<file path="src/cpu_pkg.sv">
/*
 * Shared definitions for the five-stage RV32I-subset core.
 * Widths, major opcodes, ALU and branch codes, and the instruction word views.
 * Every stage and the testbench take these by wildcard import.
 */
package cpu_pkg;

  localparam int XLEN    = 32;  // Data and address width
  localparam int REG_AW  = 5;   // Register index width
  localparam int PC_STEP = 4;   // Bytes per instruction

  // Major opcodes of the supported subset
  localparam logic [6:0] OPC_OP     = 7'b0110011;
  localparam logic [6:0] OPC_OP_IMM = 7'b0010011;
  localparam logic [6:0] OPC_LOAD   = 7'b0000011;
  localparam logic [6:0] OPC_STORE  = 7'b0100011;
  localparam logic [6:0] OPC_BRANCH = 7'b1100011;
  localparam logic [6:0] OPC_JAL    = 7'b1101111;
  localparam logic [6:0] OPC_SYSTEM = 7'b1110011;

  // ecall halts only with a7 (x17) == 10
  localparam logic [REG_AW-1:0] HALT_REG  = 5'd17;
  localparam logic [XLEN-1:0]   HALT_CODE = 32'd10;

  localparam logic [XLEN-1:0] NOP_INST = 32'h0000_0013;  // addi x0,x0,0

  typedef enum logic [2:0] {
    ALU_ADD, ALU_SUB, ALU_AND, ALU_OR, ALU_XOR, ALU_SLT
  } alu_op_e;

  typedef enum logic [2:0] {
    BR_NONE, BR_EQ, BR_NE, BR_LT, BR_GE
  } br_kind_e;

  // One instruction word, five encodings
  typedef union packed {
    struct packed {
      logic [6:0] funct7;
      logic [4:0] rs2;
      logic [4:0] rs1;
      logic [2:0] funct3;
      logic [4:0] rd;
      logic [6:0] opcode;
    } r_fmt;
    struct packed {
      logic [11:0] imm;
      logic [4:0]  rs1;
      logic [2:0]  funct3;
      logic [4:0]  rd;
      logic [6:0]  opcode;
    } i_fmt;
    struct packed {
      logic [6:0] imm_hi;
      logic [4:0] rs2;
      logic [4:0] rs1;
      logic [2:0] funct3;
      logic [4:0] imm_lo;
      logic [6:0] opcode;
    } s_fmt;
    struct packed {
      logic       imm12;
      logic [5:0] imm10_5;
      logic [4:0] rs2;
      logic [4:0] rs1;
      logic [2:0] funct3;
      logic [3:0] imm4_1;
      logic       imm11;
      logic [6:0] opcode;
    } b_fmt;
    struct packed {
      logic       imm20;
      logic [9:0] imm10_1;
      logic       imm11;
      logic [7:0] imm19_12;
      logic [4:0] rd;
      logic [6:0] opcode;
    } j_fmt;
  } inst_t;

endpackage

</file>
<file path="src/result_stage.sv">
/*
 * Memory and writeback. Holds the word-addressed data memory, the MEM/WB
 * register and the halted flag. Loads read combinationally, stores write on
 * the clock edge; the writeback triple feeds decode and execute.
 */
module result_stage import cpu_pkg::*; #(
  parameter int DMEM_WORDS = 64
) (
  input  logic              clk,
  input  logic              reset,
  input  logic [XLEN-1:0]   ex_mem_alu,
  input  logic [XLEN-1:0]   ex_mem_store_val,
  input  logic [REG_AW-1:0] ex_mem_rd,
  input  logic              ex_mem_mem_read,
  input  logic              ex_mem_mem_write,
  input  logic              ex_mem_reg_write,
  input  logic              ex_halt,
  output logic [XLEN-1:0]   mem_fwd_data,
  output logic              wb_valid,
  output logic [REG_AW-1:0] wb_rd,
  output logic [XLEN-1:0]   wb_data,
  output logic              is_halted
);

  logic [XLEN-1:0] dmem [DMEM_WORDS];
  logic [XLEN-1:0] word_idx;
  logic            halt_mem;  // Halting ecall now in EX/MEM

  assign word_idx     = (ex_mem_alu >> 2) % DMEM_WORDS;  // Wraps on depth
  assign mem_fwd_data = ex_mem_mem_read ? dmem[word_idx] : ex_mem_alu;

  always_ff @(posedge clk) begin
    if (reset) begin
      for (int i = 0; i < DMEM_WORDS; i++) dmem[i] <= '0;
    end else if (ex_mem_mem_write) begin
      dmem[word_idx] <= ex_mem_store_val;
    end
  end

  always_ff @(posedge clk) begin
    if (reset) begin
      wb_valid  <= 1'b0;
      halt_mem  <= 1'b0;
      is_halted <= 1'b0;
    end else begin
      wb_valid  <= ex_mem_reg_write && ex_mem_rd != '0;  // No x0 retirements
      halt_mem  <= ex_halt;
      is_halted <= is_halted || halt_mem;
    end
  end

  // MEM/WB payload
  always_ff @(posedge clk) begin
    wb_rd   <= ex_mem_rd;
    wb_data <= mem_fwd_data;  // Load data or ALU value
  end

endmodule

</file>
<file path="config.mk">
export PLATFORM = sky130hd
export DESIGN_NAME = result_stage
export DESIGN_NICKNAME = d
export VERILOG_FILES = /design/src/cpu_pkg.sv /design/src/result_stage.sv
export SDC_FILE = /design/constraint.sdc
export NUM_CORES = 2
export LEC_CHECK = 0
export ABC_AREA = 1
export ABC_CLOCK_PERIOD_IN_PS = 7600
export BUFFER_PORTS_ARGS = -buffer_cell sky130_fd_sc_hd__buf_4
export CAP_MARGIN = 15
export CORE_ASPECT_RATIO = 0.8
export CORE_MARGIN = 1.5
export CORE_UTILIZATION = 51
export CTS_CLUSTER_DIAMETER = 80
export DETAILED_ROUTE_END_ITERATION = 7
export HOLD_SLACK_MARGIN = 0.1
export PLACE_DENSITY = 0.67
export SYNTH_ARGS = -nofsm -noshare
export SYNTH_HDL_FRONTEND = slang
export SYNTH_SLANG_ARGS = --single-unit
</file>
<file path="constraint.sdc">
create_clock -name clk -period 7.6 [get_ports clk]
set_clock_uncertainty 0.1 [all_clocks]
set_input_delay 1.52 -clock clk [delete_from_list [all_inputs] [get_ports clk]]
set_output_delay 1.52 -clock clk [all_outputs]
set_load 0.01 [all_outputs]
</file>
==> summary.txt <==
Status
  – Outcome: completed

Drt
  – Drt first-iter violations: 11520
  – WL per Instance: 23.63 µm
  – Drt pass-1 iters: 6
  – Vias: 76530
  – Final WL: 321200 µm
  – Vias per cell: roughly 5.6
  – Final ANT Viol Nets: 0
  – Post-route DRC: 0

Die
  – Die Area: 0.1921 mm²
  – Die height: a little under 400 µm
  – Core area: 0.1878 mm²
  – Die width: 489.7 µm
  – Initial Util: between 50% and 60%
  – Rows: around 140
  – IO Count: 146

Cells and area
  – Area Growth Syn to Fin: 10.28%
  – Share of cells above drive strength 1: 6.948%
  – Multi-input logic area: 0.03063 mm²
  – Fill cells: 16580
  – Leading cell type in the layout, fill and taps excluded: nand2_1
  – Most frequent cells in the layout: 5788 x nand2_1, 2137 x nor2_1, 2048 x edfxtp_1, 386 x buf_4, 209 x clkbuf_16
  – Fin nets: 10970
  – FF+latch area: between 0.06 and 0.07 mm²

Yosys
  – Post-synthesis area per instance: 8.711 µm²
  – Post-synthesis net count: 11170
  – Syn. warnings: 0
  – Sequential area share after synthesis: 64.47%
  – Cells after Synth: 11090
  – Mapped Area: 0.09663 mm²
  – Flops & latches, synth: 2088
  – Post-synth cell types: 24

Power
  – Comb pwr share: about a tenth
  – Total power: 0.02579 W
  – Leakage: approximately 47 nW
  – Pwr Density: between 200 and 250 mW/mm²
  – Pint: 0.01923 W
  – Flop pwr share: between 50% and 60%
  – Clock share of power: 38.4%
  – Sw Share: 25.42%
  – Sw Pwr: 0.006556 W
  – Max IR drop VDD: 0.0001947 V

CTS
  – Root Buffer: clkbuf_16
  – CTS H-tree depth: 4
  – Post-CTS Setup Inserts: 0
  – Sink Count: 2088
  – Total CTS buffers: 206
  – Reg clk slew, reported paths: 0.06 ns
  – Clk_lat worst skew: 0.87 ns
  – Hold buffers post-CTS: 0
  – Max Root-Sink Buffers: 3
  – TritonCTS clock tree: built
  – Post-cts sizing count: 0

Worst setup path
  – Setup crit start: ex_mem_alu[2]
  – Peak per-stage delay on the critical path: 0.61 ns
  – Crit path launch type: input pin
  – Crit path max-delay family: buffers and inverters
  – Worst EP required: ~6.0 ns
  – Critical path's slowest cell: inv_8
  – Worst setup path endpoint: mem_fwd_data[4]
  – Worst Path Arrival: around 4.8 ns
  – Worst Setup End Kind: output pin
  – R2R setup slack: approximately 5.2 ns
  – R2R Path Start: dmem[0][2]$_SDFFCE_PN0P_
  – Worst path depth: 17
  – Critical path type: input pin to output pin
  – R2R Path End: wb_data[2]$_DFF_P_
  – Worst-path fanout max: 95
  – Crit path cell chain: buf_8 -> inv_8 -> buf_12 -> buf_4 -> nand2_1 -> nand2_1 -> nand2_1 -> nand2_1 -> nand2_1 -> nand2_1 -> nand2_1 -> nand2_1 -> nor2_1 -> nand3_1 -> nand2_1 -> inv_1 -> buf_4
  – Cell mode on critical path: nand2_1
  – R2R depth: 12
  – Worst path bufs/invs: 6

Global routing
  – Total global routing overflow: 0
  – Initial antenna violation count: 6
  – Vias in the first global route: 70680
  – Largest net degree at the start of global routing: 188
  – First-pass GRT wire length: 467900 µm
  – Tot GR Track Use: 33.15%

Placement
  – Input/output buffers: 145
  – Gp weighted congestion: 0.9348
  – Hpwl dp: roughly 190000 µm

Timing
  – Final Hold Vio Count: 0
  – Relative slew slack: 14.53%
  – Max Fclk: 155.4 MHz
  – Final Cycle Share: a little over four fifths
  – Slew @ Worst Pin: between 1 and 1.5 ns
  – Final min period: 6.433 ns
  – Setup TNS: 0 ns
  – Unrepaired setup endpoints after global routing: no
  – Final setup violation count: 0
  – Final Slew Violations: 0

Run
  – Max cap viols: 0

Min path
  – Hold Crit Class: register to register
[worst register-to-register path, cell delays in order, from the launching register on]
cell and delay, ns:
edfxtp_1 0.36, nand2_1 0.07, nand2_1 0.07, nand2_1 0.07, nand2_1 0.08, nand2_1 0.06
nand2_1 0.18, nand2_1 0.13, nand2_1 0.24, nor2_1 0.42, nand3_1 0.25, nand2_1 0.19
inv_1 0.07
[power by group through the flow]
stage | combinational [W] | sequential, W | clock, W
floorplan | 0.00141 | 0.0136 | 0
global placement | 0.00241 | 0.0136 | 0
detailed placement | 0.00243 | 0.0136 | 0
CTS | 0.00244 | 0.0134 | 0.00993
global route | 0.00268 | 0.0134 | 0.0103
finish | 0.00249 | 0.0134 | 0.00991
[logic make-up after synthesis]
family | Yosys count | synth area share, %
AND/OR/NAND/NOR | 8012 | 31.37
buffers and inverters | 943 | 3.878
AO/OA/AOI/OAI | 50 | 0.2810
flip-flops | 2088 | 64.47
[how the worst min path moves through the flow]
stage	from	end	slack [ns]	depth (start not counted)
2_1_floorplan	halt_mem$_SDFF_PP0_	is_halted$_SDFF_PP0_	0.32	2
3_3_place_gp	halt_mem$_SDFF_PP0_	is_halted$_SDFF_PP0_	0.33	2
3_5_place_dp	halt_mem$_SDFF_PP0_	is_halted$_SDFF_PP0_	0.34	2
4_1_cts	halt_mem$_SDFF_PP0_	is_halted$_SDFF_PP0_	0.35	2
5_1_grt	halt_mem$_SDFF_PP0_	is_halted$_SDFF_PP0_	0.39	2
6_report	halt_mem$_SDFF_PP0_	is_halted$_SDFF_PP0_	0.35	2
[cells in the mapped netlist, drive strengths merged]
| cell | instances | area share, % |
|---|---|---|
| nand3 | 39 | 0.20 |
| o211ai | 7 | 0.054 |
| or2 | 27 | 0.17 |
| dfxtp | 40 | 0.83 |
| nor2 | 2142 | 8.3 |
| clkbuf | 647 | 2.5 |
| o21ai | 17 | 0.088 |
| nor3 | 9 | 0.073 |
| nand3b | 1 | 0.0078 |
| o311ai | 1 | 0.0091 |
| nand2 | 5788 | 22 |
| nand4 | 1 | 0.0065 |
| clkinv | 1 | 0.0039 |
| inv | 115 | 0.45 |
| buf | 180 | 0.91 |
| a21oi | 25 | 0.13 |
| or3 | 1 | 0.0065 |
| nor4 | 4 | 0.088 |
| edfxtp | 2048 | 64 |
[sequential cells by signal, indices dropped and copies added, names as in the netlist]
| register | count |
|---|---|
| dmem | 2048 |
| halt_mem | 1 |
| is_halted | 1 |
| wb_data | 32 |
| wb_rd | 5 |
| wb_valid | 1 |
[metal layers]
metal,GRT usage [%],vias up,wire (µm)
met5,0,-,23
met4,15.49,4,16640
met3,8.057,664,43720
met2,48.88,5029,139400
met1,46.27,36420,121400
li1,-,34420,-
[through the flow]
step | setup WS, ns | utilization (%) | instances | area (µm²) | hold WS [ns]
2_1_floorplan | 3.021 | - | 11090 | 96630 | 0.3161
5_1_grt | 1.123 | 56.73 | 13590 | 106500 | 0.3947
6_report | 1.167 | 56.74 | 13590 | 106600 | 0.3512
3_5_place_dp | 1.362 | 53.34 | 13210 | 100200 | 0.3406
4_1_cts | 1.350 | 56.73 | 13590 | 106500 | 0.3537
3_3_place_gp | 1.365 | 53.34 | 13210 | 100200 | 0.3270
[cell type report]
class | instances | area share, %
Sequential cell | 2088 | 58.47
Inverter | 116 | 0.4673
Multi-Input combinational cell | 8062 | 28.75
Timing Repair Buffer | 421 | 3.363
Clock inverter | 92 | 0.6259
Clock buffer | 289 | 5.359
Tap cell | 2520 | 2.959
Antenna cell | 5 | 0.01174
Power figures use the tool's default switching activity.
