`config.mk`:
```
export PLATFORM = sky130hd
export DESIGN_NAME = execute_stage
export DESIGN_NICKNAME = d
export VERILOG_FILES = /design/src/cpu_pkg.sv /design/src/execute_stage.sv
export SDC_FILE = /design/constraint.sdc
export NUM_CORES = 1
export LEC_CHECK = 0
export CAP_MARGIN = 20
export CORE_MARGIN = 8
export CORE_UTILIZATION = 50
export DETAILED_ROUTE_END_ITERATION = 10
export DONT_BUFFER_PORTS = 1
export PLACE_DENSITY = 0.66
export SLEW_MARGIN = 20
export SYNTH_ARGS = -nofsm -noshare
export SYNTH_HDL_FRONTEND = slang
export SYNTH_SLANG_ARGS = --single-unit
```
`constraint.sdc`:
```
create_clock -name clk -period 6.75 [get_ports clk]
set_input_delay 1.35 -clock clk [delete_from_list [all_inputs] [get_ports clk]]
set_output_delay 1.35 -clock clk [all_outputs]
set_load 0.03 [all_outputs]
```
`src/cpu_pkg.sv`:
```
/*
 * Shared definitions for the five-stage RV32I-subset core.
 * Widths, major opcodes, ALU and branch codes, and the instruction word views.
 * Every stage and the testbench take these by wildcard import.
 */
package cpu_pkg;

  localparam int XLEN    = 32;  // Data and address width
  localparam int REG_AW  = 5;   // Register index width
  localparam int PC_STEP = 4;   // Bytes per instruction

  // Major opcodes of the supported subset
  localparam logic [6:0] OPC_OP     = 7'b0110011;
  localparam logic [6:0] OPC_OP_IMM = 7'b0010011;
  localparam logic [6:0] OPC_LOAD   = 7'b0000011;
  localparam logic [6:0] OPC_STORE  = 7'b0100011;
  localparam logic [6:0] OPC_BRANCH = 7'b1100011;
  localparam logic [6:0] OPC_JAL    = 7'b1101111;
  localparam logic [6:0] OPC_SYSTEM = 7'b1110011;

  // ecall halts only with a7 (x17) == 10
  localparam logic [REG_AW-1:0] HALT_REG  = 5'd17;
  localparam logic [XLEN-1:0]   HALT_CODE = 32'd10;

  localparam logic [XLEN-1:0] NOP_INST = 32'h0000_0013;  // addi x0,x0,0

  typedef enum logic [2:0] {
    ALU_ADD, ALU_SUB, ALU_AND, ALU_OR, ALU_XOR, ALU_SLT
  } alu_op_e;

  typedef enum logic [2:0] {
    BR_NONE, BR_EQ, BR_NE, BR_LT, BR_GE
  } br_kind_e;

  // One instruction word, five encodings
  typedef union packed {
    struct packed {
      logic [6:0] funct7;
      logic [4:0] rs2;
      logic [4:0] rs1;
      logic [2:0] funct3;
      logic [4:0] rd;
      logic [6:0] opcode;
    } r_fmt;
    struct packed {
      logic [11:0] imm;
      logic [4:0]  rs1;
      logic [2:0]  funct3;
      logic [4:0]  rd;
      logic [6:0]  opcode;
    } i_fmt;
    struct packed {
      logic [6:0] imm_hi;
      logic [4:0] rs2;
      logic [4:0] rs1;
      logic [2:0] funct3;
      logic [4:0] imm_lo;
      logic [6:0] opcode;
    } s_fmt;
    struct packed {
      logic       imm12;
      logic [5:0] imm10_5;
      logic [4:0] rs2;
      logic [4:0] rs1;
      logic [2:0] funct3;
      logic [3:0] imm4_1;
      logic       imm11;
      logic [6:0] opcode;
    } b_fmt;
    struct packed {
      logic       imm20;
      logic [9:0] imm10_1;
      logic       imm11;
      logic [7:0] imm19_12;
      logic [4:0] rd;
      logic [6:0] opcode;
    } j_fmt;
  } inst_t;

endpackage

```
`src/execute_stage.sv`:
```
/*
 * Execute stage. Forwards operands from EX/MEM and writeback, runs the ALU,
 * resolves branches and jal, and detects a halting ecall.
 * Redirect is combinational; results go into the EX/MEM register.
 */
module execute_stage import cpu_pkg::*; (
  input  logic              clk,
  input  logic              reset,
  input  logic [XLEN-1:0]   id_ex_pc,
  input  logic [XLEN-1:0]   id_ex_rs1_val,
  input  logic [XLEN-1:0]   id_ex_rs2_val,
  input  logic [XLEN-1:0]   id_ex_imm,
  input  logic [REG_AW-1:0] id_ex_rs1,
  input  logic [REG_AW-1:0] id_ex_rs2,
  input  logic [REG_AW-1:0] id_ex_rd,
  input  alu_op_e           id_ex_alu_op,
  input  br_kind_e          id_ex_br,
  input  logic              id_ex_use_imm,
  input  logic              id_ex_mem_read,
  input  logic              id_ex_mem_write,
  input  logic              id_ex_reg_write,
  input  logic              id_ex_is_jal,
  input  logic              id_ex_is_ecall,
  input  logic [XLEN-1:0]   mem_fwd_data,
  input  logic              wb_valid,
  input  logic [REG_AW-1:0] wb_rd,
  input  logic [XLEN-1:0]   wb_data,
  output logic              redirect,
  output logic [XLEN-1:0]   redirect_pc,
  output logic              halt_seen,
  output logic [XLEN-1:0]   ex_mem_alu,
  output logic [XLEN-1:0]   ex_mem_store_val,
  output logic [REG_AW-1:0] ex_mem_rd,
  output logic              ex_mem_mem_read,
  output logic              ex_mem_mem_write,
  output logic              ex_mem_reg_write
);

  logic [XLEN-1:0] op_a, op_b, alu_b, alu_res;
  logic            taken;
  logic            halt_now, halt_q;

  // Younger producer wins; EX/MEM before writeback
  function automatic logic [XLEN-1:0] fwd(input logic [REG_AW-1:0] idx,
                                          input logic [XLEN-1:0]   id_val);
    if (ex_mem_reg_write && ex_mem_rd != '0 && ex_mem_rd == idx) return mem_fwd_data;
    if (wb_valid && wb_rd == idx) return wb_data;
    return id_val;
  endfunction

  always_comb begin
    op_a = fwd(id_ex_rs1, id_ex_rs1_val);
    op_b = fwd(id_ex_rs2, id_ex_rs2_val);
  end

  assign alu_b = id_ex_use_imm ? id_ex_imm : op_b;

  always_comb begin
    case (id_ex_alu_op)
      ALU_SUB: alu_res = op_a - alu_b;
      ALU_AND: alu_res = op_a & alu_b;
      ALU_OR:  alu_res = op_a | alu_b;
      ALU_XOR: alu_res = op_a ^ alu_b;
      ALU_SLT: alu_res = XLEN'($signed(op_a) < $signed(alu_b));
      default: alu_res = op_a + alu_b;
    endcase
  end

  always_comb begin
    case (id_ex_br)
      BR_EQ:   taken = op_a == op_b;
      BR_NE:   taken = op_a != op_b;
      BR_LT:   taken = $signed(op_a) <  $signed(op_b);
      BR_GE:   taken = $signed(op_a) >= $signed(op_b);
      default: taken = 1'b0;
    endcase
  end

  // ecall reads a7 through rs1, forced in decode
  assign halt_now  = id_ex_is_ecall && op_a == HALT_CODE;
  assign halt_seen = halt_now || halt_q;

  always_ff @(posedge clk) begin
    if (reset) halt_q <= 1'b0;
    else       halt_q <= halt_seen;   // Sticky until reset
  end

  assign redirect    = taken || id_ex_is_jal || halt_seen;  // Halt also flushes
  assign redirect_pc = id_ex_pc + id_ex_imm;

  always_ff @(posedge clk) begin
    if (reset) begin
      {ex_mem_mem_read, ex_mem_mem_write, ex_mem_reg_write} <= '0;
    end else begin
      ex_mem_mem_read  <= id_ex_mem_read;
      ex_mem_mem_write <= id_ex_mem_write;
      ex_mem_reg_write <= id_ex_reg_write;
    end
  end

  always_ff @(posedge clk) begin
    ex_mem_alu       <= id_ex_is_jal ? id_ex_pc + XLEN'(PC_STEP) : alu_res;  // Link value
    ex_mem_store_val <= op_b;
    ex_mem_rd        <= id_ex_rd;
  end

endmodule

```
==> impl_metrics.env <==
export IMPL_synth_top_cell_area_share_pct=16.8
export IMPL_synth_avg_cell_area_sq_um=6.91
export IMPL_antenna_found_initial=0
export IMPL_power_density_mw_per_mm2=178
export IMPL_muxShareOfSynthArea_pct=5.47
export IMPL_rows=55
export IMPL_ys_seq_area_share_pct=12.6
export IMPL_yosys_area_share_simple_pct=19.9
export IMPL_synth_nets=2067
export IMPL_synth_enable_flop_cells=0
export IMPL_worst_pin_slew_ps=999
export IMPL_routed_wl_um=50400
export IMPL_synthXorXnorAreaFrac_pct=6.63
export IMPL_setup_viol=0
export IMPL_crit_required_ps=5400
export IMPL_synth_top_family_by_area="compound AO/OA/AOI/OAI gates"
export IMPL_ios=333
export IMPL_vias_per_cell=6.43
export IMPL_synthFlopType="dfxtp_1"
export IMPL_use_met1_pct=40.7
export IMPL_cts_made_buffers=9
export IMPL_grt_usage_pct=33.8
export IMPL_slew_headroom_pct=31.7
export IMPL_crit_type="in -> out"
export IMPL_slew_violations=0
export IMPL_yosysTopAreaCell="ha_1"
export IMPL_dieWidth_um=168
export IMPL_fin_skew_ps=9.63
export IMPL_ant_nets=0
export IMPL_hpwl_um=41100
export IMPL_fin_crit_sh_pct=98.1
export IMPL_whs_ps=849
export IMPL_grt_max_degree=81
export IMPL_clk_latency_ps=360
export IMPL_core_area_sq_mm=0.0227
export IMPL_yosys_area_share_adder_pct=17.3
export IMPL_synthDistinctLibCells=73
export IMPL_fmax_mhz=151
export IMPL_power_static_leakage_nw=5.61
export IMPL_ys_ff_latch=73
export IMPL_cts_clk_slew_worst_paths_ps=60
export IMPL_num_vias=12904
export IMPL_cts_path_max_buffers=2
export IMPL_die_height_um=168
export IMPL_grt_pass1_wl_um=74200
export IMPL_synth_most_common_cell="nand2_1"
export IMPL_vdd_ir_drop_max_uv=107
export IMPL_htree_levels=3
export IMPL_status="finished clean"
export IMPL_numPortBuffers=0
export IMPL_diodes=0
export IMPL_use_met2_pct=54.5
export IMPL_hold_viol=0
export IMPL_ys_async_sr_fraction_pct=0
export IMPL_root_buffer="clkbuf_16"
export IMPL_nets=2103
export IMPL_synthTopCellsByArea="ha_1 17%, dfxtp_1 13%, o21ai_0 7.5%"
export IMPL_yosysWarnings=0
export IMPL_initial_utilization_pct=51.2
export IMPL_end_kind="primary output"
export IMPL_synth_cell_area_sq_mm=0.0116
export IMPL_synth_compound_area_share_pct=30.8
export IMPL_fill_cells=2267
export IMPL_grt_busiest_layer="met2"
export IMPL_drive_gt1_share_pct=8.89
export IMPL_overflow=0
export IMPL_crit_path_start_kind="input pin"
export IMPL_critPathMaxFanout=12
export IMPL_synthToLayoutAreaGrowth_pct=11.4
export IMPL_maxCapViolCount=0
export IMPL_cts_tree="done"
export IMPL_cts_sinks=73
export IMPL_fin_crit_ps=6620
export IMPL_drc_errors=0
export IMPL_worstPathArrival_ps=5270
export IMPL_wl_per_cell_um=25.1
export IMPL_dieArea_sq_mm=0.0284
export IMPL_met3_usage_pct=9.63
export IMPL_synthCells=1681
export IMPL_grt_pass1_vias=12135
export IMPL_fin_util_pct=57.0
export IMPL_dr_pass1_iters=6
export IMPL_synth_common_cells="185 x nand2_1, 175 x o21ai_0, 161 x a21oi_1"
export IMPL_gp_congestion=1.00
export IMPL_first_iter_violations=1429
export IMPL_worstHoldPathType="reg -> reg"
export IMPL_tns_ps=0
[registers in the layout (all words and copies together), names as in the netlist]
signal / cells
ex_mem_mem_write: 1
ex_mem_reg_write: 1
ex_mem_alu: 32
halt_q: 1
ex_mem_mem_read: 1
ex_mem_rd: 5
ex_mem_store_val: 32
[kinds of logic (layout without fill, tap and decap cells)]
family	count (synthesis)	in the layout
compound gates	575	575
xor+xnor	88	88
fa+ha+maj	159	159
buf+inv	222	263
flops	73	73
mux	63	63
simple gates	501	501
[layout by cell type, fill, tap and decap left out, drive strengths merged, types with 8 or more instances in the layout]
cell     synthesis  final
nand2          185    185
o21ai          178    178
a21oi          161    161
ha             156    156
inv            140    140
nor2           130    130
buf             15    105
dfxtp           73     73
xnor2           64     64
mux2i           59     59
nor3            37     37
a21o            36     36
nand3           28     28
nor2b           24     24
xor2            24     24
nand4           23     23
a211oi          18     18
nand2b          17     17
o21bai          17     17
o211ai          17     17
a31oi           17     17
o21a            16     16
and3            15     15
o31ai           13     13
o22ai           13     13
o22a            12     12
clkbuf          65     10
a2111oi          9      9
o31a             8      8
a221oi           8      8
o221ai           8      8
a22oi            8      8
nor4             8      8
[power breakdown]
part           internal, mW  total [mW]  switching [mW]
clock network         0.373       0.599           0.226
registers             0.476       0.586           0.110
logic                 0.419        1.12           0.704
total                  1.27        2.31            1.04
[layer usage]
metal / vias up / routed length [um]
met5: - / 0
met4: 0 / 2430
met3: 111 / 5420
met2: 658 / 22900
met1: 6076 / 19600
li1: 6059 / -
[worst max-delay path, cell delays in order]
cell	delay, ps
xnor2_1	160
nand4_1	240
nor2_4	180
buf_12	160
buf_4	180
mux2i_1	90
o21ai_0	240
inv_1	110
ha_1	310
nand4_1	120
or3_4	420
or4_4	580
nor4_4	380
nor4b_1	90
a2111oi_1	320
o211ai_1	140
buf_4	190
[per-stage QoR]
step	setup WS (ps)	cell area (sq um)	power (mW)	instances
2_1_floorplan	15.7	11600	1.40	1681
3_3_place_gp	73.9	12400	1.67	1979
3_5_place_dp	-39.8	12400	1.68	1979
4_1_cts	121	12800	2.29	1995
5_1_grt	-15.3	12900	2.43	2007
6_report	130	12900	2.31	2007
[final timing paths]
check	endpoint	slack (ps)	from	depth (start not counted)
max	redirect	130	id_ex_rs2[4]	17
min	halt_q	850	halt_q	3
max reg2reg	ex_mem_alu[30]	980	ex_mem_rd[1]	21
min reg2reg	halt_q	850	halt_q	3
[layout make-up]
| class | count | area [sq um] | area share, % |
|---|---|---|---|
| clock buffers | 10 | 239 | 1.85 |
| inverters | 142 | 534 | 4.13 |
| repair buffers | 105 | 855 | 6.60 |
| multi-input cells | 1386 | 9380 | 72.5 |
| clock inverters | 6 | 115 | 0.889 |
| well taps | 285 | 357 | 2.76 |
| flip-flops and latches | 73 | 1460 | 11.3 |
[repair_timing]
item,4_1_cts,5_1_grt
setup endpoints to repair,1,1
resized for setup,1,15
hold buffers,0,0
pin swaps,3,10
hold endpoints to repair,0,0
buffers inserted,0,12
(Power assumes the default switching activity.)
