### src/cpu_pkg.sv
/*
 * Shared definitions for the five-stage RV32I-subset core.
 * Widths, major opcodes, ALU and branch codes, and the instruction word views.
 * Every stage and the testbench take these by wildcard import.
 */
package cpu_pkg;

  localparam int XLEN    = 32;  // Data and address width
  localparam int REG_AW  = 5;   // Register index width
  localparam int PC_STEP = 4;   // Bytes per instruction

  // Major opcodes of the supported subset
  localparam logic [6:0] OPC_OP     = 7'b0110011;
  localparam logic [6:0] OPC_OP_IMM = 7'b0010011;
  localparam logic [6:0] OPC_LOAD   = 7'b0000011;
  localparam logic [6:0] OPC_STORE  = 7'b0100011;
  localparam logic [6:0] OPC_BRANCH = 7'b1100011;
  localparam logic [6:0] OPC_JAL    = 7'b1101111;
  localparam logic [6:0] OPC_SYSTEM = 7'b1110011;

  // ecall halts only with a7 (x17) == 10
  localparam logic [REG_AW-1:0] HALT_REG  = 5'd17;
  localparam logic [XLEN-1:0]   HALT_CODE = 32'd10;

  localparam logic [XLEN-1:0] NOP_INST = 32'h0000_0013;  // addi x0,x0,0

  typedef enum logic [2:0] {
    ALU_ADD, ALU_SUB, ALU_AND, ALU_OR, ALU_XOR, ALU_SLT
  } alu_op_e;

  typedef enum logic [2:0] {
    BR_NONE, BR_EQ, BR_NE, BR_LT, BR_GE
  } br_kind_e;

  // One instruction word, five encodings
  typedef union packed {
    struct packed {
      logic [6:0] funct7;
      logic [4:0] rs2;
      logic [4:0] rs1;
      logic [2:0] funct3;
      logic [4:0] rd;
      logic [6:0] opcode;
    } r_fmt;
    struct packed {
      logic [11:0] imm;
      logic [4:0]  rs1;
      logic [2:0]  funct3;
      logic [4:0]  rd;
      logic [6:0]  opcode;
    } i_fmt;
    struct packed {
      logic [6:0] imm_hi;
      logic [4:0] rs2;
      logic [4:0] rs1;
      logic [2:0] funct3;
      logic [4:0] imm_lo;
      logic [6:0] opcode;
    } s_fmt;
    struct packed {
      logic       imm12;
      logic [5:0] imm10_5;
      logic [4:0] rs2;
      logic [4:0] rs1;
      logic [2:0] funct3;
      logic [3:0] imm4_1;
      logic       imm11;
      logic [6:0] opcode;
    } b_fmt;
    struct packed {
      logic       imm20;
      logic [9:0] imm10_1;
      logic       imm11;
      logic [7:0] imm19_12;
      logic [4:0] rd;
      logic [6:0] opcode;
    } j_fmt;
  } inst_t;

endpackage

### src/decode_stage.sv
/*
 * Decode stage. Reads the IF/ID word through its format views, builds the
 * immediate and control, detects load-use and fills the ID/EX register.
 * A stall or a flush from execute turns the ID/EX entry into a bubble.
 */
module decode_stage import cpu_pkg::*; (
  input  logic              clk,
  input  logic              reset,
  input  inst_t             if_inst,
  input  logic [XLEN-1:0]   if_pc,
  input  logic              flush,
  input  logic              wb_valid,
  input  logic [REG_AW-1:0] wb_rd,
  input  logic [XLEN-1:0]   wb_data,
  output logic              stall,
  output logic [XLEN-1:0]   id_ex_pc,
  output logic [XLEN-1:0]   id_ex_rs1_val,
  output logic [XLEN-1:0]   id_ex_rs2_val,
  output logic [XLEN-1:0]   id_ex_imm,
  output logic [REG_AW-1:0] id_ex_rs1,
  output logic [REG_AW-1:0] id_ex_rs2,
  output logic [REG_AW-1:0] id_ex_rd,
  output alu_op_e           id_ex_alu_op,
  output br_kind_e          id_ex_br,
  output logic              id_ex_use_imm,
  output logic              id_ex_mem_read,
  output logic              id_ex_mem_write,
  output logic              id_ex_reg_write,
  output logic              id_ex_is_jal,
  output logic              id_ex_is_ecall
);

  logic [REG_AW-1:0] rs1_idx, rs2_idx;
  logic [XLEN-1:0]   rs1_val, rs2_val, imm;
  logic [2:0]        f3;
  logic              f3_alu_ok;
  logic              uses_rs1, uses_rs2;
  alu_op_e           alu_op;
  br_kind_e          br;
  logic use_imm, mem_read, mem_write, reg_write, is_jal, is_ecall;

  // funct3 to ALU op, shared by OP and OP_IMM
  function automatic alu_op_e f3_to_alu(input logic [2:0] code);
    case (code)
      3'b010:  return ALU_SLT;
      3'b100:  return ALU_XOR;
      3'b110:  return ALU_OR;
      3'b111:  return ALU_AND;
      default: return ALU_ADD;
    endcase
  endfunction

  assign f3 = if_inst.r_fmt.funct3;
  assign f3_alu_ok = f3 inside {3'b000, 3'b010, 3'b100, 3'b110, 3'b111};

  always_comb begin
    alu_op = ALU_ADD;
    br = BR_NONE;
    imm = '0;
    {use_imm, mem_read, mem_write, reg_write, is_jal, is_ecall} = '0;
    {uses_rs1, uses_rs2} = '0;   // Unknown opcode falls through as no-op
    case (if_inst.r_fmt.opcode)
      OPC_OP: begin
        alu_op = (f3 == 3'b000 && if_inst.r_fmt.funct7[5]) ? ALU_SUB : f3_to_alu(f3);
        reg_write = f3_alu_ok && (if_inst.r_fmt.funct7 == 7'h00 ||
                    (f3 == 3'b000 && if_inst.r_fmt.funct7 == 7'h20));
        {uses_rs1, uses_rs2} = 2'b11;
      end
      OPC_OP_IMM: begin
        alu_op = f3_to_alu(f3);
        imm = {{20{if_inst.i_fmt.imm[11]}}, if_inst.i_fmt.imm};
        {use_imm, reg_write, uses_rs1} = {2'b11, 1'b1} & {3{f3_alu_ok}};
      end
      OPC_LOAD: begin
        imm = {{20{if_inst.i_fmt.imm[11]}}, if_inst.i_fmt.imm};
        {use_imm, mem_read, reg_write, uses_rs1} = {4{f3 == 3'b010}};  // lw only
      end
      OPC_STORE: begin
        imm = {{20{if_inst.s_fmt.imm_hi[6]}}, if_inst.s_fmt.imm_hi, if_inst.s_fmt.imm_lo};
        {use_imm, mem_write, uses_rs1, uses_rs2} = {4{f3 == 3'b010}};  // sw only
      end
      OPC_BRANCH: begin
        imm = {{19{if_inst.b_fmt.imm12}}, if_inst.b_fmt.imm12, if_inst.b_fmt.imm11,
               if_inst.b_fmt.imm10_5, if_inst.b_fmt.imm4_1, 1'b0};
        case (f3)
          3'b000:  br = BR_EQ;
          3'b001:  br = BR_NE;
          3'b100:  br = BR_LT;
          3'b101:  br = BR_GE;
          default: br = BR_NONE;
        endcase
        {uses_rs1, uses_rs2} = {2{br != BR_NONE}};
      end
      OPC_JAL: begin
        imm = {{11{if_inst.j_fmt.imm20}}, if_inst.j_fmt.imm20, if_inst.j_fmt.imm19_12,
               if_inst.j_fmt.imm11, if_inst.j_fmt.imm10_1, 1'b0};
        {is_jal, reg_write} = 2'b11;
      end
      OPC_SYSTEM: begin
        is_ecall = (f3 == 3'b000) && (if_inst.i_fmt.imm == '0);
        uses_rs1 = is_ecall;           // Reads a7 for halt check
      end
      default: ;
    endcase
  end

  assign rs1_idx = (if_inst.r_fmt.opcode == OPC_SYSTEM) ? HALT_REG : if_inst.r_fmt.rs1;
  assign rs2_idx = if_inst.r_fmt.rs2;

  // Load in ID/EX feeding this instruction needs one bubble
  assign stall = id_ex_mem_read && id_ex_rd != '0 &&
                 ((uses_rs1 && rs1_idx == id_ex_rd) || (uses_rs2 && rs2_idx == id_ex_rd));

  reg_file u_regs (
    .clk, .reset,
    .rs1 (rs1_idx), .rs2 (rs2_idx),
    .rs1_val, .rs2_val,
    .we (wb_valid), .wr_rd (wb_rd), .wr_data (wb_data)
  );

  // ID/EX control, bubble on stall or flush
  always_ff @(posedge clk) begin
    if (reset || stall || flush) begin
      id_ex_alu_op <= ALU_ADD;
      id_ex_br     <= BR_NONE;
      {id_ex_use_imm, id_ex_mem_read, id_ex_mem_write} <= '0;
      {id_ex_reg_write, id_ex_is_jal, id_ex_is_ecall}  <= '0;
    end else begin
      id_ex_alu_op    <= alu_op;
      id_ex_br        <= br;
      id_ex_use_imm   <= use_imm;
      id_ex_mem_read  <= mem_read;
      id_ex_mem_write <= mem_write;
      id_ex_reg_write <= reg_write;
      id_ex_is_jal    <= is_jal;
      id_ex_is_ecall  <= is_ecall;
    end
  end

  // ID/EX payload
  always_ff @(posedge clk) begin
    id_ex_pc      <= if_pc;
    id_ex_rs1_val <= rs1_val;
    id_ex_rs2_val <= rs2_val;
    id_ex_imm     <= imm;
    id_ex_rs1     <= rs1_idx;
    id_ex_rs2     <= rs2_idx;
    id_ex_rd      <= if_inst.r_fmt.rd;
  end

endmodule

### src/reg_file.sv
/*
 * 32-entry general register file, x0 hardwired to zero.
 * Two combinational reads; a write in the same cycle is bypassed to the reads.
 */
module reg_file import cpu_pkg::*; (
  input  logic              clk,
  input  logic              reset,
  input  logic [REG_AW-1:0] rs1,
  input  logic [REG_AW-1:0] rs2,
  output logic [XLEN-1:0]   rs1_val,
  output logic [XLEN-1:0]   rs2_val,
  input  logic              we,
  input  logic [REG_AW-1:0] wr_rd,
  input  logic [XLEN-1:0]   wr_data
);

  logic [XLEN-1:0] regs [32];
  logic            wr_live;

  assign wr_live = we && wr_rd != '0;  // x0 writes dropped

  always_ff @(posedge clk) begin
    if (reset) begin
      for (int i = 0; i < 32; i++) regs[i] <= '0;
    end else if (wr_live) begin
      regs[wr_rd] <= wr_data;
    end
  end

  // Write-through bypass
  assign rs1_val = (wr_live && wr_rd == rs1) ? wr_data : regs[rs1];
  assign rs2_val = (wr_live && wr_rd == rs2) ? wr_data : regs[rs2];

endmodule

### config.mk
export PLATFORM = sky130hd
export DESIGN_NAME = decode_stage
export DESIGN_NICKNAME = d
export VERILOG_FILES = /design/src/cpu_pkg.sv /design/src/decode_stage.sv /design/src/reg_file.sv
export SDC_FILE = /design/constraint.sdc
export NUM_CORES = 2
export LEC_CHECK = 0
export BUFFER_PORTS_ARGS = -buffer_cell sky130_fd_sc_hd__clkbuf_2
export CAP_MARGIN = 20
export CORE_ASPECT_RATIO = 1.75
export CORE_MARGIN = 1
export CORE_UTILIZATION = 45
export DETAILED_ROUTE_END_ITERATION = 10
export SLEW_MARGIN = 20
export SYNTH_ARGS = -nofsm -noshare
export SYNTH_HDL_FRONTEND = slang
export SYNTH_SLANG_ARGS = --single-unit
### constraint.sdc
create_clock -name clk -period 3 [get_ports clk]
set_input_delay 0.3 -clock clk [delete_from_list [all_inputs] [get_ports clk]]
set_output_delay 0.3 -clock clk [all_outputs]
set_load 0.1 [all_outputs]
==> results.txt <==
----------------------------------------------------
[STA]
  Highest achievable clock rate ... 344 MHz
  Summed negative setup slack over all endpoints ... 0 ns
  Final Skew ... 0.0159 ns
  Setup repair after global routing missed its margin ... false
  Relative slew slack ... 25.3%
  Actual transition at the worst max-transition pin ... 1.12 ns
  Number of hold violations in the final report ... 0
  Setup WS post-layout ... 0.0968 ns
  Number of failing setup endpoints in the final timing report ... 0
  Fraction of the cycle the final worst path needs ... 96.8%
  Period minus WS final ... 2.90 ns
  Final slew viol count ... 0

[Global route]
  Met3 usage in global routing ... 5.03%
  Met2 Usage GRT ... 53.8%
  Vias in the first global route ... 41,900
  Maximum number of pins on one net before global-route repair ... 67
  Sum of overflow across all layers after global routing ... 0
  Initial antenna violation count ... 6
  GR Util met1 ... 38.0%
  Top Usage Layer GRT ... met2
  First-pass GRT wire length ... 302,000 um
  Global-route usage over all layers ... 31.0%

[Pwr]
  Part of the total power dissipated in sequential elements ... 47.0%
  Power density over the cells ... 585 nW/um^2
  Power spent charging and discharging nets ... 0.0113 W
  Peak supply drop ... 498 uV
  Int Pwr ... 0.0296 W
  Net Sw Frac ... 27.7%
  Leakage power figure ... 25.1 nW
  Clock power frac ... 37.6%
  Portion of total power attributed to combinational logic ... 15.4%

[Clock network]
  Number of clock sinks ... 1,168
  Clock Path Buffers ... 3
  CTS tree ... done
  Root Driver ... sky130_fd_sc_hd__clkbuf_16
  Clock Latency Late Sink ... 0.74 ns
  H-tree levels ... 3
  Clock slew at reported path FFs ... 0.06 ns
  CTS Buf Count ... 114

[Final layout]
  Area of the multi-input gates ... 25,100 sq um
  Final cell area excluding filler cells ... 69,800 sq um
  Fraction of final layout cells sized beyond drive strength 1 ... 26.7%
  Number of fill cells in the layout ... 11,200
  Storage cell area ... 33,600 sq um
  Net count reported at finish ... 4,897
  Layout overhead on the synthesized area ... 15.2%
  Most common cell after layout, fill and taps aside ... sky130_fd_sc_hd__edfxtp_1
  Commonest cells after routing, fill and taps aside ... sky130_fd_sc_hd__edfxtp_1, sky130_fd_sc_hd__and2_1, sky130_fd_sc_hd__mux4_2

[Outcome]
  Status ... complete, no violations

[Place]
  Post-placement setup slack ... 0.160 ns
  Placed Instance Area ... 65,300 sq um
  Estimated wirelength of the detail-placed design ... 138,000 um
  Final estimated routing congestion in global placement ... 0.912
  Buffers added on ports ... 260

[Synthesis]
  Number of cells produced by synthesis ... 4,544
  Total of flip-flops plus latches after synthesis ... 1,168
  Cell Area, Synth ... 60,600 sq um
  Part of the Yosys area used for sequential elements ... 55.5%
  Synth warn ... 0
  Top_reg_cell synth ... sky130_fd_sc_hd__edfxtp_1
  Post-synth cell types ... 79
  Count of flip-flops with a built-in enable after synthesis ... 1,024
  Fraction of registers with async set or reset after synthesis ... 0%
  Average instance area after synthesis ... 13.3 sq um

[Floorplanning]
  Die Span Y ... 487 um
  Core ar. ... 133,000 sq um
  Effective utilization at floorplan ... 45.5%
  Number of I/O pins ... 261
  Rows ... 177
  Die width ... 279 um
  DIE AREA ... 136,000 sq um

[Setup path]
  Slowest cell on the critical path ... sky130_fd_sc_hd__dlygate4sd3_1
  Required time of the worst setup path ... 2.70 ns
  CP max FO ... 20
  Sequence of cells on the critical path ... dlygate4sd3_1 -> clkbuf_2 -> nand4bb_4 -> buf_6 -> o21ai_4 -> xor2_1 -> o311ai_1 -> o21a_1 -> nor2_4 -> buf_12
  Reg-to-reg startpoint ... u_regs.regs[11][22]
  Reg-to-reg endpoint ... id_ex_rs2_val[22]
  Critical path data arrival time ... 2.60 ns
  Cell class contributing the biggest share of worst-path delay ... buffers and inverters
  Reg2reg path depth ... 5
  Crit path capture type ... output pin
  Worst-case register-to-register setup slack ... 0.73 ns
  Highest cell delay on the worst timing path ... 0.53 ns
  Startpoint type of the worst setup path ... primary input
  Start-to-end type of the worst setup path ... primary input to output pin
  Critical path buffer and inverter count ... 4

[Min path]
  Launch instance of the worst min-delay path ... if_inst[20]
  Type of the most critical hold path ... primary input to register
  Number of instances on the worst hold path ... 2
  Min-Delay Endpoint ... id_ex_rs2[0]

[Routing]
  Pre-antenna DRT Iters ... 5
  Drt initial violations ... 4,468
  Remaining design rule violation count ... 0
  Post-DR vias/cell ... 6.33
  Detailed-route wire length ... 213,000 um
  Count of vias placed by the detailed router ... 42,300
  DR WL/cell ... 31.9 um
  Remaining antenna violation count ... 0

[Flow run]
  Max-cap violation count ... 0

----------------------------------------------------
## kinds of logic after synthesis
kind of cell	count (synthesis)	synth area share (%)
and+or+nand+nor	1428	13.8
DFF	1168	55.5
AOI/OAI and AO/OA	780	8.82
muxes	639	17.9
buffers and inverters	511	3.71
xor gates and xnor gates	17	0.246
other	1	0.00619
## metal layers
layer	share of wire, %	vias up
met4	4.6	6
met3	8.7	551
li1	-	17600
met2	50	2532
met5	0.018	-
met1	37	21600
## sequential cells by signal, indices dropped and copies added (netlist names)
name             flops
u_regs.regs       1024
id_ex_pc            32
id_ex_rs1_val       32
id_ex_rs2_val       32
id_ex_imm           21
id_ex_rd             5
id_ex_rs1            5
id_ex_rs2            5
id_ex_alu_op         3
id_ex_br             3
id_ex_is_ecall       1
id_ex_is_jal         1
id_ex_mem_read       1
id_ex_mem_write      1
id_ex_reg_write      1
id_ex_use_imm        1
## metrics by stage
stage          cells  utilization, %  hold WS [ns]  total power, W
2_1_floorplan   4575               -         0.328          0.0234
3_3_place_gp    6410            49.0         0.403          0.0256
3_5_place_dp    6410            49.0         0.404          0.0257
4_1_cts         6679            52.3        0.0170          0.0409
5_1_grt         6683            52.4        0.0564          0.0418
6_report        6684            52.4        0.0671          0.0409
## what timing repair did
action | 4_1_cts | 5_1_grt
hold buffers | 53 | 0
hold endpoints to repair | 63 | 0
buffers inserted | 0 | 3
gates resized for setup | 0 | 2
endpoints found under the setup margin | 0 | 1
## power by group through the flow
stage / clock network [W] / logic [W] / registers, W
global route: 0.0161 / 0.00650 / 0.0193
CTS: 0.0155 / 0.00622 / 0.0192
floorplan: 0 / 0.00286 / 0.0206
finish: 0.0154 / 0.00628 / 0.0192
detailed placement: 0 / 0.00615 / 0.0195
global placement: 0 / 0.00613 / 0.0195
## final cells by class
class | instances | share of cell area, %
clock buffer | 151 | 4.65
clock inverter | 65 | 1.01
timing repair buffer | 601 | 6.94
tap | 1790 | 3.21
inverter | 11 | 0.0609
multi-input combinational | 2896 | 35.9
antenna | 2 | 0.00717
sequential | 1168 | 48.2
## synth_stat cells, drive strengths merged, types with 33 or more instances
library cell / number / area share, %
nor3: 86 / 0.73
o22ai: 42 / 0.43
o221ai: 46 / 0.66
nor2: 56 / 0.36
clkbuf: 329 / 2.0
mux2i: 178 / 2.9
nand2: 161 / 1.0
a21oi: 102 / 0.85
o21ai: 213 / 1.8
buf: 171 / 1.6
nor2b: 40 / 0.41
mux4: 335 / 12
dfxtp: 144 / 4.8
mux2: 126 / 2.5
nand3: 39 / 0.33
and2: 970 / 10
a211oi: 124 / 1.6
a22o: 33 / 0.48
a31oi: 40 / 0.41
edfxtp: 1024 / 51
## how the worst max path moves through the flow
stage	from	to	slack [ns]	cells after the start
2_1_floorplan	id_ex_rd[1]	stall	0.28	6
3_3_place_gp	if_inst[3]	id_ex_rs1_val[10]	0.19	9
3_5_place_dp	if_inst[3]	id_ex_rs1_val[10]	0.16	9
4_1_cts	if_inst[22]	stall	0.02	9
5_1_grt	if_inst[4]	stall	0.02	10
6_report	if_inst[4]	stall	0.1	10
No activity file was read; power rests on OpenSTA's default activity.
